===== src/pll_cfg_pkg.sv =====
/*
 * clock synthesizer start-up configuration definitions
 * register map, configuration bus and divider width limits
 */
package pll_cfg_pkg;

    // divider field widths
    localparam int DIV_FIELD_W = 6;        // width of div_ratio on the cfg bus
    localparam int DIV_W_DEF   = 6;        // default counter width, top level may override
    localparam int DIV_MIN     = 2;        // smallest legal divide ratio
    localparam int EDGE_W      = 3;        // feedback edge target width

    // values loaded by RESET_N
    localparam int RST_DIV   = 4;
    localparam int RST_EDGES = 5;
    localparam bit RST_EXT   = 1'b1;       // external feedback after reset

    // register word addresses
    typedef enum logic [1:0] {
        CFG_DIV   = 2'd0,                  // divide ratio
        CFG_EDGES = 2'd1,                  // out0 rising edges to count
        CFG_CTRL  = 2'd2                   // bit 0: ext mode, write 1 to start
    } cfg_addr_e;

    // static configuration seen by sequencer and dividers
    typedef struct packed {
        logic [DIV_FIELD_W-1:0] div_ratio;  // period in FREF cycles, >= DIV_MIN
        logic [EDGE_W-1:0]      edge_target;
        logic                   ext_mode;   // 1 external, 0 post-divider feedback
    } pll_cfg_t;

endpackage


===== src/pll_seq_pkg.sv =====
/*
 * start-up sequencer definitions
 * FSM states and the control bus toward the synthesizer
 */
package pll_seq_pkg;

    // sequencer states, 3 bit encoding
    typedef enum logic [2:0] {
        IDLE        = 3'd0,   // powerdown, bypass, dividers in reset
        REL_DIV     = 3'd1,   // release output dividers
        COUNT_EDGES = 3'd2,   // count feedback edges on out0
        WAIT_LOW    = 3'd3,   // wait for out0 low, then reset dividers
        RUN         = 3'd4    // normal operation
    } seq_state_e;

    // control outputs, all active high except the _n ones
    typedef struct packed {
        logic powerdown_n;    // 0 holds synthesizer in powerdown
        logic bypass_n;       // 0 bypasses the dividers
        logic out_en;         // 0 holds output dividers in reset
        logic seq_done;       // start-up finished
    } pll_ctrl_t;

endpackage


===== src/pll_cfg_regs.sv =====
/*
 * configuration registers on a single-cycle strobe port
 * holds divide ratio, edge target and mode, issues the start pulse
 */
`timescale 1ns/10ps

module pll_cfg_regs #(
    parameter int DIV_W = pll_cfg_pkg::DIV_W_DEF
) (
    input  logic                   FREF,
    input  logic                   RESET_N,
    input  logic                   wr_stb,
    input  logic                   rd_stb,
    input  pll_cfg_pkg::cfg_addr_e addr,
    input  logic [7:0]             wdata,
    output logic [7:0]             rd_data,
    output pll_cfg_pkg::pll_cfg_t  cfg,
    output logic                   start
);
    import pll_cfg_pkg::*;

    logic [DIV_W-1:0]  div_q;    // divide ratio
    logic [EDGE_W-1:0] edges_q;  // edge target
    logic              ext_q;    // feedback mode
    logic [DIV_W-1:0]  wdiv;     // write data seen as a ratio

    assign wdiv = wdata[DIV_W-1:0];

    // register writes, take effect on the next FREF edge
    always_ff @(posedge FREF)
    begin
        if (!RESET_N)
        begin
            div_q   <= DIV_W'(RST_DIV);
            edges_q <= EDGE_W'(RST_EDGES);
            ext_q   <= RST_EXT;
            start   <= 1'b0;
        end
        else
        begin
            start <= 1'b0;  // one cycle pulse
            if (wr_stb)
            begin
                case (addr)
                    CFG_DIV:
                    begin
                        if (wdiv < DIV_W'(DIV_MIN))
                            div_q <= DIV_W'(DIV_MIN);  // clamp, counter needs 2+
                        else
                            div_q <= wdiv;
                    end
                    CFG_EDGES:
                        edges_q <= wdata[EDGE_W-1:0];
                    CFG_CTRL:
                    begin
                        ext_q <= wdata[0];
                        start <= wdata[0];  // write 1 launches the sequence
                    end
                    default:
                        ;  // unmapped, ignored
                endcase
            end
        end
    end

    // read-back, valid one cycle after rd_stb
    always_ff @(posedge FREF)
    begin
        if (rd_stb)
        begin
            case (addr)
                CFG_DIV:   rd_data <= 8'(div_q);
                CFG_EDGES: rd_data <= 8'(edges_q);
                CFG_CTRL:  rd_data <= {7'b0, ext_q};
                default:   rd_data <= 8'h00;
            endcase
        end
    end

    // pack the static configuration
    assign cfg.div_ratio   = DIV_FIELD_W'(div_q);
    assign cfg.edge_target = edges_q;
    assign cfg.ext_mode    = ext_q;

endmodule


===== src/ext_fb_resync.sv =====
/*
 * feedback mode start-up sequencer
 * holds powerdown and bypass, counts out0 edges, resyncs the output dividers
 */
`timescale 1ns/10ps

module ext_fb_resync (
    input  logic                   FREF,
    input  logic                   RESET_N,
    input  logic                   start,
    input  logic                   out0,
    input  logic [2:0]             edge_target,
    output pll_seq_pkg::pll_ctrl_t ctrl
);
    import pll_seq_pkg::*;

    seq_state_e state;
    logic [2:0] edge_cnt;     // out0 rising edges seen
    logic       sync1;        // out0 synchronizer, first stage
    logic       sync2;        // second stage
    logic       sync2_d;      // previous sync2 for edge detect
    logic       out0_rise;

    assign out0_rise = sync2 & ~sync2_d;

    // out0 synchronizer
    // held clear while the dividers are in reset, so a restart
    // never sees a stale edge from the previous run
    always_ff @(posedge FREF)
    begin
        if (!RESET_N || !ctrl.out_en)
        begin
            sync1   <= 1'b0;
            sync2   <= 1'b0;
            sync2_d <= 1'b0;
        end
        else
        begin
            sync1   <= out0;
            sync2   <= sync1;
            sync2_d <= sync2;
        end
    end

    // FSM with registered outputs
    always_ff @(posedge FREF)
    begin
        if (!RESET_N)
        begin
            state    <= IDLE;
            ctrl     <= '0;
            edge_cnt <= '0;
        end
        else if (start)
        begin
            // restart from any state with IDLE outputs, leave next edge
            state    <= REL_DIV;
            ctrl     <= '0;
            edge_cnt <= '0;
        end
        else
        begin
            case (state)
                IDLE:
                begin
                    ctrl     <= '0;  // powerdown, bypass, dividers held
                    edge_cnt <= '0;
                end
                REL_DIV:
                begin
                    ctrl.out_en <= 1'b1;  // let dividers run
                    state       <= COUNT_EDGES;
                end
                COUNT_EDGES:
                begin
                    if (out0_rise && edge_cnt != 3'b111)
                        edge_cnt <= edge_cnt + 3'd1;  // saturating
                    if (edge_cnt >= edge_target && sync2)
                        state <= WAIT_LOW;
                end
                WAIT_LOW:
                begin
                    // raw out0 here, the divider is in this clock domain
                    // and a late view would cut a high phase short
                    if (!out0)
                    begin
                        ctrl.out_en <= 1'b0;  // divider reset pulse
                        state       <= RUN;
                    end
                end
                RUN:
                begin
                    ctrl.powerdown_n <= 1'b1;
                    ctrl.bypass_n    <= 1'b1;
                    ctrl.out_en      <= 1'b1;  // dividers restart aligned
                    ctrl.seq_done    <= 1'b1;
                end
                default:
                begin
                    state <= IDLE;
                    ctrl  <= '0;
                end
            endcase
        end
    end

endmodule


===== src/out_div_bank.sv =====
/*
 * output divider bank, makes out0 and out1 from FREF
 * everything cleared while en is low
 */
`timescale 1ns/10ps

module out_div_bank #(
    parameter int DIV_W = pll_cfg_pkg::DIV_W_DEF
) (
    input  logic             FREF,
    input  logic             RESET_N,
    input  logic             en,
    input  logic [DIV_W-1:0] div_ratio,
    output logic             out0,
    output logic             out1
);

    logic [DIV_W-1:0] cnt;       // position in the period
    logic [DIV_W:0]   div_p1;    // div_ratio + 1, one bit wider
    logic [DIV_W-1:0] half;      // ceil(div_ratio / 2)
    logic             last;      // end of period

    assign div_p1 = {1'b0, div_ratio} + 1'b1;
    assign half   = div_p1[DIV_W:1];
    assign last   = (cnt >= div_ratio - 1'b1);  // ratio is 2 or more

    // period counter and out0
    // high for the first half cycles, rounded up for odd ratios
    always_ff @(posedge FREF)
    begin
        if (!RESET_N || !en)
        begin
            cnt  <= '0;
            out0 <= 1'b0;
        end
        else
        begin
            if (last)
                cnt <= '0;
            else
                cnt <= cnt + 1'b1;
            out0 <= (cnt < half);
        end
    end

    // out1 trails out0 by one cycle
    always_ff @(posedge FREF)
    begin
        if (!RESET_N || !en)
            out1 <= 1'b0;
        else
            out1 <= out0;
    end

endmodule


===== src/pll_startup_top.sv =====
/*
 * clock synthesizer start-up sequencer top level
 * registers, sequencer and output dividers on FREF
 */
`timescale 1ns/10ps

module pll_startup_top #(
    parameter int DIV_W = 6
) (
    input  logic                   FREF,
    input  logic                   RESET_N,
    input  logic                   wr_stb,
    input  logic                   rd_stb,
    input  pll_cfg_pkg::cfg_addr_e addr,
    input  logic [7:0]             wdata,
    output logic [7:0]             rd_data,
    output logic                   powerdown_n,
    output logic                   bypass_n,
    output logic                   seq_done,
    output logic                   out0,
    output logic                   out1
);
    import pll_cfg_pkg::*;
    import pll_seq_pkg::*;

    pll_cfg_t  cfg;    // static configuration
    pll_ctrl_t ctrl;   // sequencer controls
    logic      start;  // one cycle start pulse

    pll_cfg_regs #(
        .DIV_W (DIV_W)
    ) u_regs (
        .FREF    (FREF),
        .RESET_N (RESET_N),
        .wr_stb  (wr_stb),
        .rd_stb  (rd_stb),
        .addr    (addr),
        .wdata   (wdata),
        .rd_data (rd_data),
        .cfg     (cfg),
        .start   (start)
    );

    ext_fb_resync u_resync (
        .FREF        (FREF),
        .RESET_N     (RESET_N),
        .start       (start),
        .out0        (out0),          // feedback from the divider bank
        .edge_target (cfg.edge_target),
        .ctrl        (ctrl)
    );

    out_div_bank #(
        .DIV_W (DIV_W)
    ) u_div (
        .FREF      (FREF),
        .RESET_N   (RESET_N),
        .en        (ctrl.out_en),
        .div_ratio (cfg.div_ratio[DIV_W-1:0]),
        .out0      (out0),
        .out1      (out1)
    );

    assign powerdown_n = ctrl.powerdown_n;
    assign bypass_n    = ctrl.bypass_n;
    assign seq_done    = ctrl.seq_done;

endmodule


===== config.mk =====
export PLATFORM = sky130hd
export DESIGN_NAME = pll_startup_top
export DESIGN_NICKNAME = d
export VERILOG_FILES = /design/src/pll_cfg_pkg.sv /design/src/pll_seq_pkg.sv /design/src/pll_cfg_regs.sv /design/src/ext_fb_resync.sv /design/src/out_div_bank.sv /design/src/pll_startup_top.sv
export SDC_FILE = /design/constraint.sdc
export NUM_CORES = 1
export LEC_CHECK = 0
export BUFFER_PORTS_ARGS = -buffer_cell sky130_fd_sc_hd__clkbuf_2
export CORE_MARGIN = 2
export CORE_UTILIZATION = 60
export DETAILED_ROUTE_END_ITERATION = 10
export PLACE_DENSITY = 0.82
export SYNTH_ARGS = -nofsm -noshare
export SYNTH_HDL_FRONTEND = slang
export SYNTH_SLANG_ARGS = --single-unit

===== constraint.sdc =====
create_clock -name FREF -period 2.95 [get_ports FREF]
set_input_delay 0.7375 -clock FREF [delete_from_list [all_inputs] [get_ports FREF]]
set_output_delay 0.7375 -clock FREF [all_outputs]
set_load 0.005 [all_outputs]

Word level (Yosys, flattened, before mapping)
Index checks and enable logic that the tools add are counted.
{"block": "word_totals", "regBits": 39, "in_bits": 14, "output_inout_bits": 13}
{"block": "classes", "addsub": 4, "n_lt_le_gt_ge": 4, "eq_ne": 13, "mux": 12, "n_bitwise": 5, "n_reduce_logical": 21}
{"op": "$pmux 6 s3", "count": 1}
{"op": "$pmux 3 s4", "count": 1}
{"op": "$reduce_and 2->1", "count": 5}
{"op": "$mux 3", "count": 3}
{"op": "$reduce_and 3->1", "count": 3}
{"op": "$reduce_or 2->1", "count": 4}
{"op": "$add 6x1->7 const B", "count": 1}
{"op": "$add 6x1->6 const B", "count": 1}
{"op": "$eq 3x2->1 const B", "count": 2}
{"op": "$ge 6x6->1", "count": 1}
{"op": "$lt 6x2->1 const B", "count": 1}
{"op": "$lt 6x6->1", "count": 1}
{"op": "$mux 6", "count": 1}
{"op": "$ne 2x1->1 const B", "count": 3}
{"op": "$ne 3x3->1 const B", "count": 2}
{"op": "$pmux 3 s2", "count": 1}
{"op": "$sub 6x1->6 const B", "count": 1}
{"op": "$not 1->1", "count": 4}
{"op": "$pmux 2 s2", "count": 1}
{"op": "$add 3x1->3 const B", "count": 1}
{"op": "$eq 3x1->1 const B", "count": 1}
{"op": "$eq 3x3->1 const B", "count": 1}
{"op": "$ge 3x3->1", "count": 1}
{"op": "$logic_not 3->1", "count": 1}
{"op": "other kinds (14)", "count": 17}

Depth between registers and ports, before layout
{"block": "depth", "word_depth": 5, "mapped_depth": 9}

By module
A second synthesis with hierarchy kept.
{"block": "hier_totals", "hier_cells": 195, "area_unflattened_um2": 1966.9}
{"module": "pll_cfg_regs", "n_inst": 1, "cells_each": 64, "area_per_inst_um2": 730.7}
{"module": "out_div_bank", "n_inst": 1, "cells_each": 75, "area_per_inst_um2": 700.7}
{"module": "ext_fb_resync", "n_inst": 1, "cells_each": 56, "area_per_inst_um2": 535.5}

Worst setup path after synthesis
OpenSTA, ideal clock, no wires.
{"block": "synth_timing", "path_kind": "reg2reg", "startpoint": "register u_regs.div_q[4]", "endpoint": "register u_div.out0", "t_arrival_ns": 1.691, "required_time_ns": 2.835, "slack_ns": 1.144, "stages_incl_launch_ff": 8, "n_path_buf": 1, "cell_sequence": "dfxtp_1 -> clkbuf_1 -> and3_1 -> nand3_1 -> xor2_1 -> ha_1 -> a21o_1 -> a2111oi_0"}
{"block": "synth_between", "elab_chain_len": 2}
{"element": "from (decl)", "line": "pll_cfg_regs.sv:22", "source": "logic [DIV_W-1:0] div_q;"}
{"element": "from (signal assigned)", "line": "pll_cfg_regs.sv:34", "source": "div_q <= DIV_W'(RST_DIV);"}
{"element": "from (signal assigned)", "line": "pll_cfg_regs.sv:48", "source": "div_q <= DIV_W'(DIV_MIN);"}
{"element": "from (signal assigned)", "line": "pll_cfg_regs.sv:50", "source": "div_q <= wdiv;"}
{"element": "$add 6x1->7", "line": "out_div_bank.sv:23", "source": "assign div_p1 = {1'b0, div_ratio} + 1'b1;"}
{"element": "$lt 6x6->1", "line": "out_div_bank.sv:42", "source": "out0 <= (cnt < half);"}
{"element": "to (signal assigned)", "line": "out_div_bank.sv:42"}
{"element": "to (decl)", "line": "out_div_bank.sv:14", "source": "output logic out0,"}
No other way between the ends.
A chain may end at the register's enable or synchronous reset.

Worst setup path after layout
{"block": "layout_timing", "startpoint": "register u_regs.div_q[0]", "endpoint": "register u_div.cnt[2]"}
{"block": "layout_between", "elab_chain_len": 3}
{"element": "$sub 6x1->6", "line": "out_div_bank.sv:25", "source": "assign last = (cnt >= div_ratio - 1'b1);"}
{"element": "$ge 6x6->1", "line": "out_div_bank.sv:25"}
{"element": "$reduce_or 2->1 (no line)"}
{"element": "to (signal assigned)", "line": "out_div_bank.sv:41", "source": "cnt <= cnt + 1'b1;"}
{"element": "to (decl)", "line": "out_div_bank.sv:18", "source": "logic [DIV_W-1:0] cnt;"}
No other way between the ends.

==> results.json <==
{
  "status": "complete, no violations",
  "cts_tree": "built",
  "ys_types": 40,
  "clock_skew_ps": 18.6,
  "cp-start-kind": "flip-flop",
  "synth_flop_cell": "dfxtp_1",
  "syn_inst": 204,
  "grt_usage_pct": 20.8,
  "p_sw_share_pct": 21.8,
  "grt_pass1_wl_um": 5530,
  "cts_inserted_buffers": 5,
  "hold_buffers": 0,
  "post_cts_buffers": 0,
  "p_seq_share_pct": 54.6,
  "drc": 0,
  "ys_seq_area_share_pct": 41.2,
  "totalPowerFinal_uw": 928,
  "relSlewSlack_pct": 65.4,
  "holdWs_ps": 487,
  "synth-seq-cells": 35,
  "grt_max_degree": 20,
  "finalMaxSlewViolations": 0,
  "netlist.area_leader.share_pct": 31.5,
  "cts_resized": 0,
  "cap_viol_max_count": 0,
  "internal_power_uw": 726,
  "critPathMaxFanout": 8,
  "rows": 20,
  "drive_gt1_share_pct": 14.2,
  "nNetsFinal": 257,
  "dieArea_mm2": 0.00354,
  "end_kind": "flip-flop",
  "synth_area_leaders": "dfxtp_1 31%, ha_1 13%, edfxtp_1 9.8%",
  "start_util_pct": 62.0,
  "drtIter0Drc": 66,
  "yosys_warnings": 0,
  "tns_ps": 0,
  "drtAntennaViolNets": 0,
  "yosysTopAreaCell": "dfxtp_1",
  "period_minus_slack_ps": 2090,
  "portBuffers": 22,
  "setup_violations": 0,
  "vdd_drop_max_mv": 0.512,
  "power_switching_uw": 202,
  "max_slew.worst_pin.slew_ps": 518,
  "power_density_mw_per_mm2": 457,
  "wire_per_inst_um": 12.7,
  "cts.sinks": 35,
  "overflow": 0,
  "via_per_inst": 5.53,
  "antennaDiodeCount": 0,
  "clkTransAtPathRegs_ps": 110,
  "antenna_found_initial": 0,
  "path_class": "flip-flop to flip-flop",
  "synth_area_per_cell_um2": 9.05,
  "die_h_um": 59.5,
  "critPathRequiredTime_ps": 3160,
  "netlist_area_mm2": 0.00185,
  "fmax_mhz": 480,
  "p_leak_uw": 0.000902,
  "vias": 1427,
  "worstHoldPathType": "flip-flop to flip-flop",
  "synth-async-reset-ratio_pct": 0,
  "clk_latency_ps": 340,
  "io_pins": 27,
  "combPwrFrac_pct": 7.3,
  "cp.arrival_ps": 2290,
  "gp_congestion": 0.832,
  "fp.coreArea_mm2": 0.00298,
  "period_share_pct": 70.7,
  "synthToLayoutAreaGrowth_pct": 10.1,
  "dp.final_hpwl_um": 2440,
  "synth-edff-count": 6,
  "hold_viol": 0,
  "clkPwrFrac_pct": 38.1,
  "clockRootBuffer": "clkbuf_4",
  "rsz0062_at_grt": "no",
  "h-tree-depth": 2,
  "grt_pass1_vias": 1314,
  "first_pass_iters": 4,
  "cts_buffer_depth": 2,
  "die_w_um": 59.5,
  "yosysMostFrequentCell": "dfxtp_1",
  "routed_wl_um": 3270,
  "synth_commonest_cells": "29 x dfxtp_1, 22 x nand2_1, 19 x ha_1"
}
==> state kept, by name, summed over array words and instances, names as in the netlist, 2 cells and up <==
register / count
u_regs.edges_q: 3
u_regs.rd_data: 6
u_regs.div_q: 6
u_div.cnt: 6
u_resync.state: 3
u_resync.edge_cnt: 3
u_resync.ctrl: 2
==> per-layer routing <==
metal / vias up / wire [µm] / part of all wire [%] / global-route usage [%]
met3: 2 / 154 / 4.7 / 6.11
met5: - / 0 / 0 / 0
met4: 0 / 17 / 0.52 / 7.79
li1: 741 / - / - / -
met2: 27 / 1510 / 46 / 32.3
met1: 657 / 1590 / 49 / 27.0
==> cell families after synthesis <==
family,synth area share [%]
and+or+nand+nor,22.8
DFF,41.2
AOI/OAI and AO/OA,9.63
adders and majority gates,12.9
buffers and inverters,4.81
xor gates and xnor gates,5.69
muxes,2.71
other,0.203
==> cell usage in the layout, fill, tap and decap left out, drive strengths merged, types with 4 or more instances in the layout <==
cell and n:
a21oi 5, and2 4, and3 6, clkbuf 28
dfxtp 29, edfxtp 6, ha 19, inv 9
mux2i 5, nand2 22, nand2b 4, nand3 16
nor2 17, o21ai 10, xnor2 6, xor2 6
==> critical path, cell delays in order, from the launching register on <==
cell	delay [ps]
dfxtp_1	490
inv_1	110
ha_1	230
xnor2_1	130
ha_1	290
o211ai_1	80
o21a_1	170
o21ai_1	350
nor2_1	100
==> power groups by stage <==
stage | registers, µW | logic, µW | clock network, µW
finish | 507 | 67.7 | 354
global route | 509 | 78.3 | 391
CTS | 507 | 68.3 | 364
detailed placement | 518 | 67.8 | 0
global placement | 517 | 66.4 | 0
floorplan | 513 | 49.8 | 0
==> path summary, 6_finish.rpt <==
check / from / endpoint / slack, ps / cells after the start
setup / recovery: u_regs.div_q[0] / u_div.cnt[2] / 860 / 8
hold reg to reg: u_resync.edge_cnt[2] / u_resync.edge_cnt[2] / 490 / 2
setup reg to reg: u_regs.div_q[0] / u_div.cnt[2] / 860 / 8
hold / removal: u_resync.edge_cnt[2] / u_resync.edge_cnt[2] / 490 / 2
==> area by class of cell <==
class                           count  area [µm²]
Sequential cell                    35         761
Multi-Input combinational cell    151        1000
Fill cell                         240         946
Timing Repair Buffer               22         110
Tap cell                           33        41.3
Inverter                            9        33.8
Clock inverter                      2        35.0
Clock buffer                        6        51.3
==> metrics by stage <==
| stage | std cells | area [µm²] | util (%) | setup WS (ps) |
|---|---|---|---|---|
| after CTS | 258 | 2030 | 68.2 | 845 |
| after global routing | 258 | 2030 | 68.2 | 680 |
| after global placement | 250 | 1950 | 65.3 | 909 |
| after floorplan | 205 | 1850 | - | 1140 |
| after detailed placement | 250 | 1950 | 65.3 | 864 |
| final | 258 | 2030 | 68.2 | 865 |
Note: power is estimated with default switching activity, not from simulation.
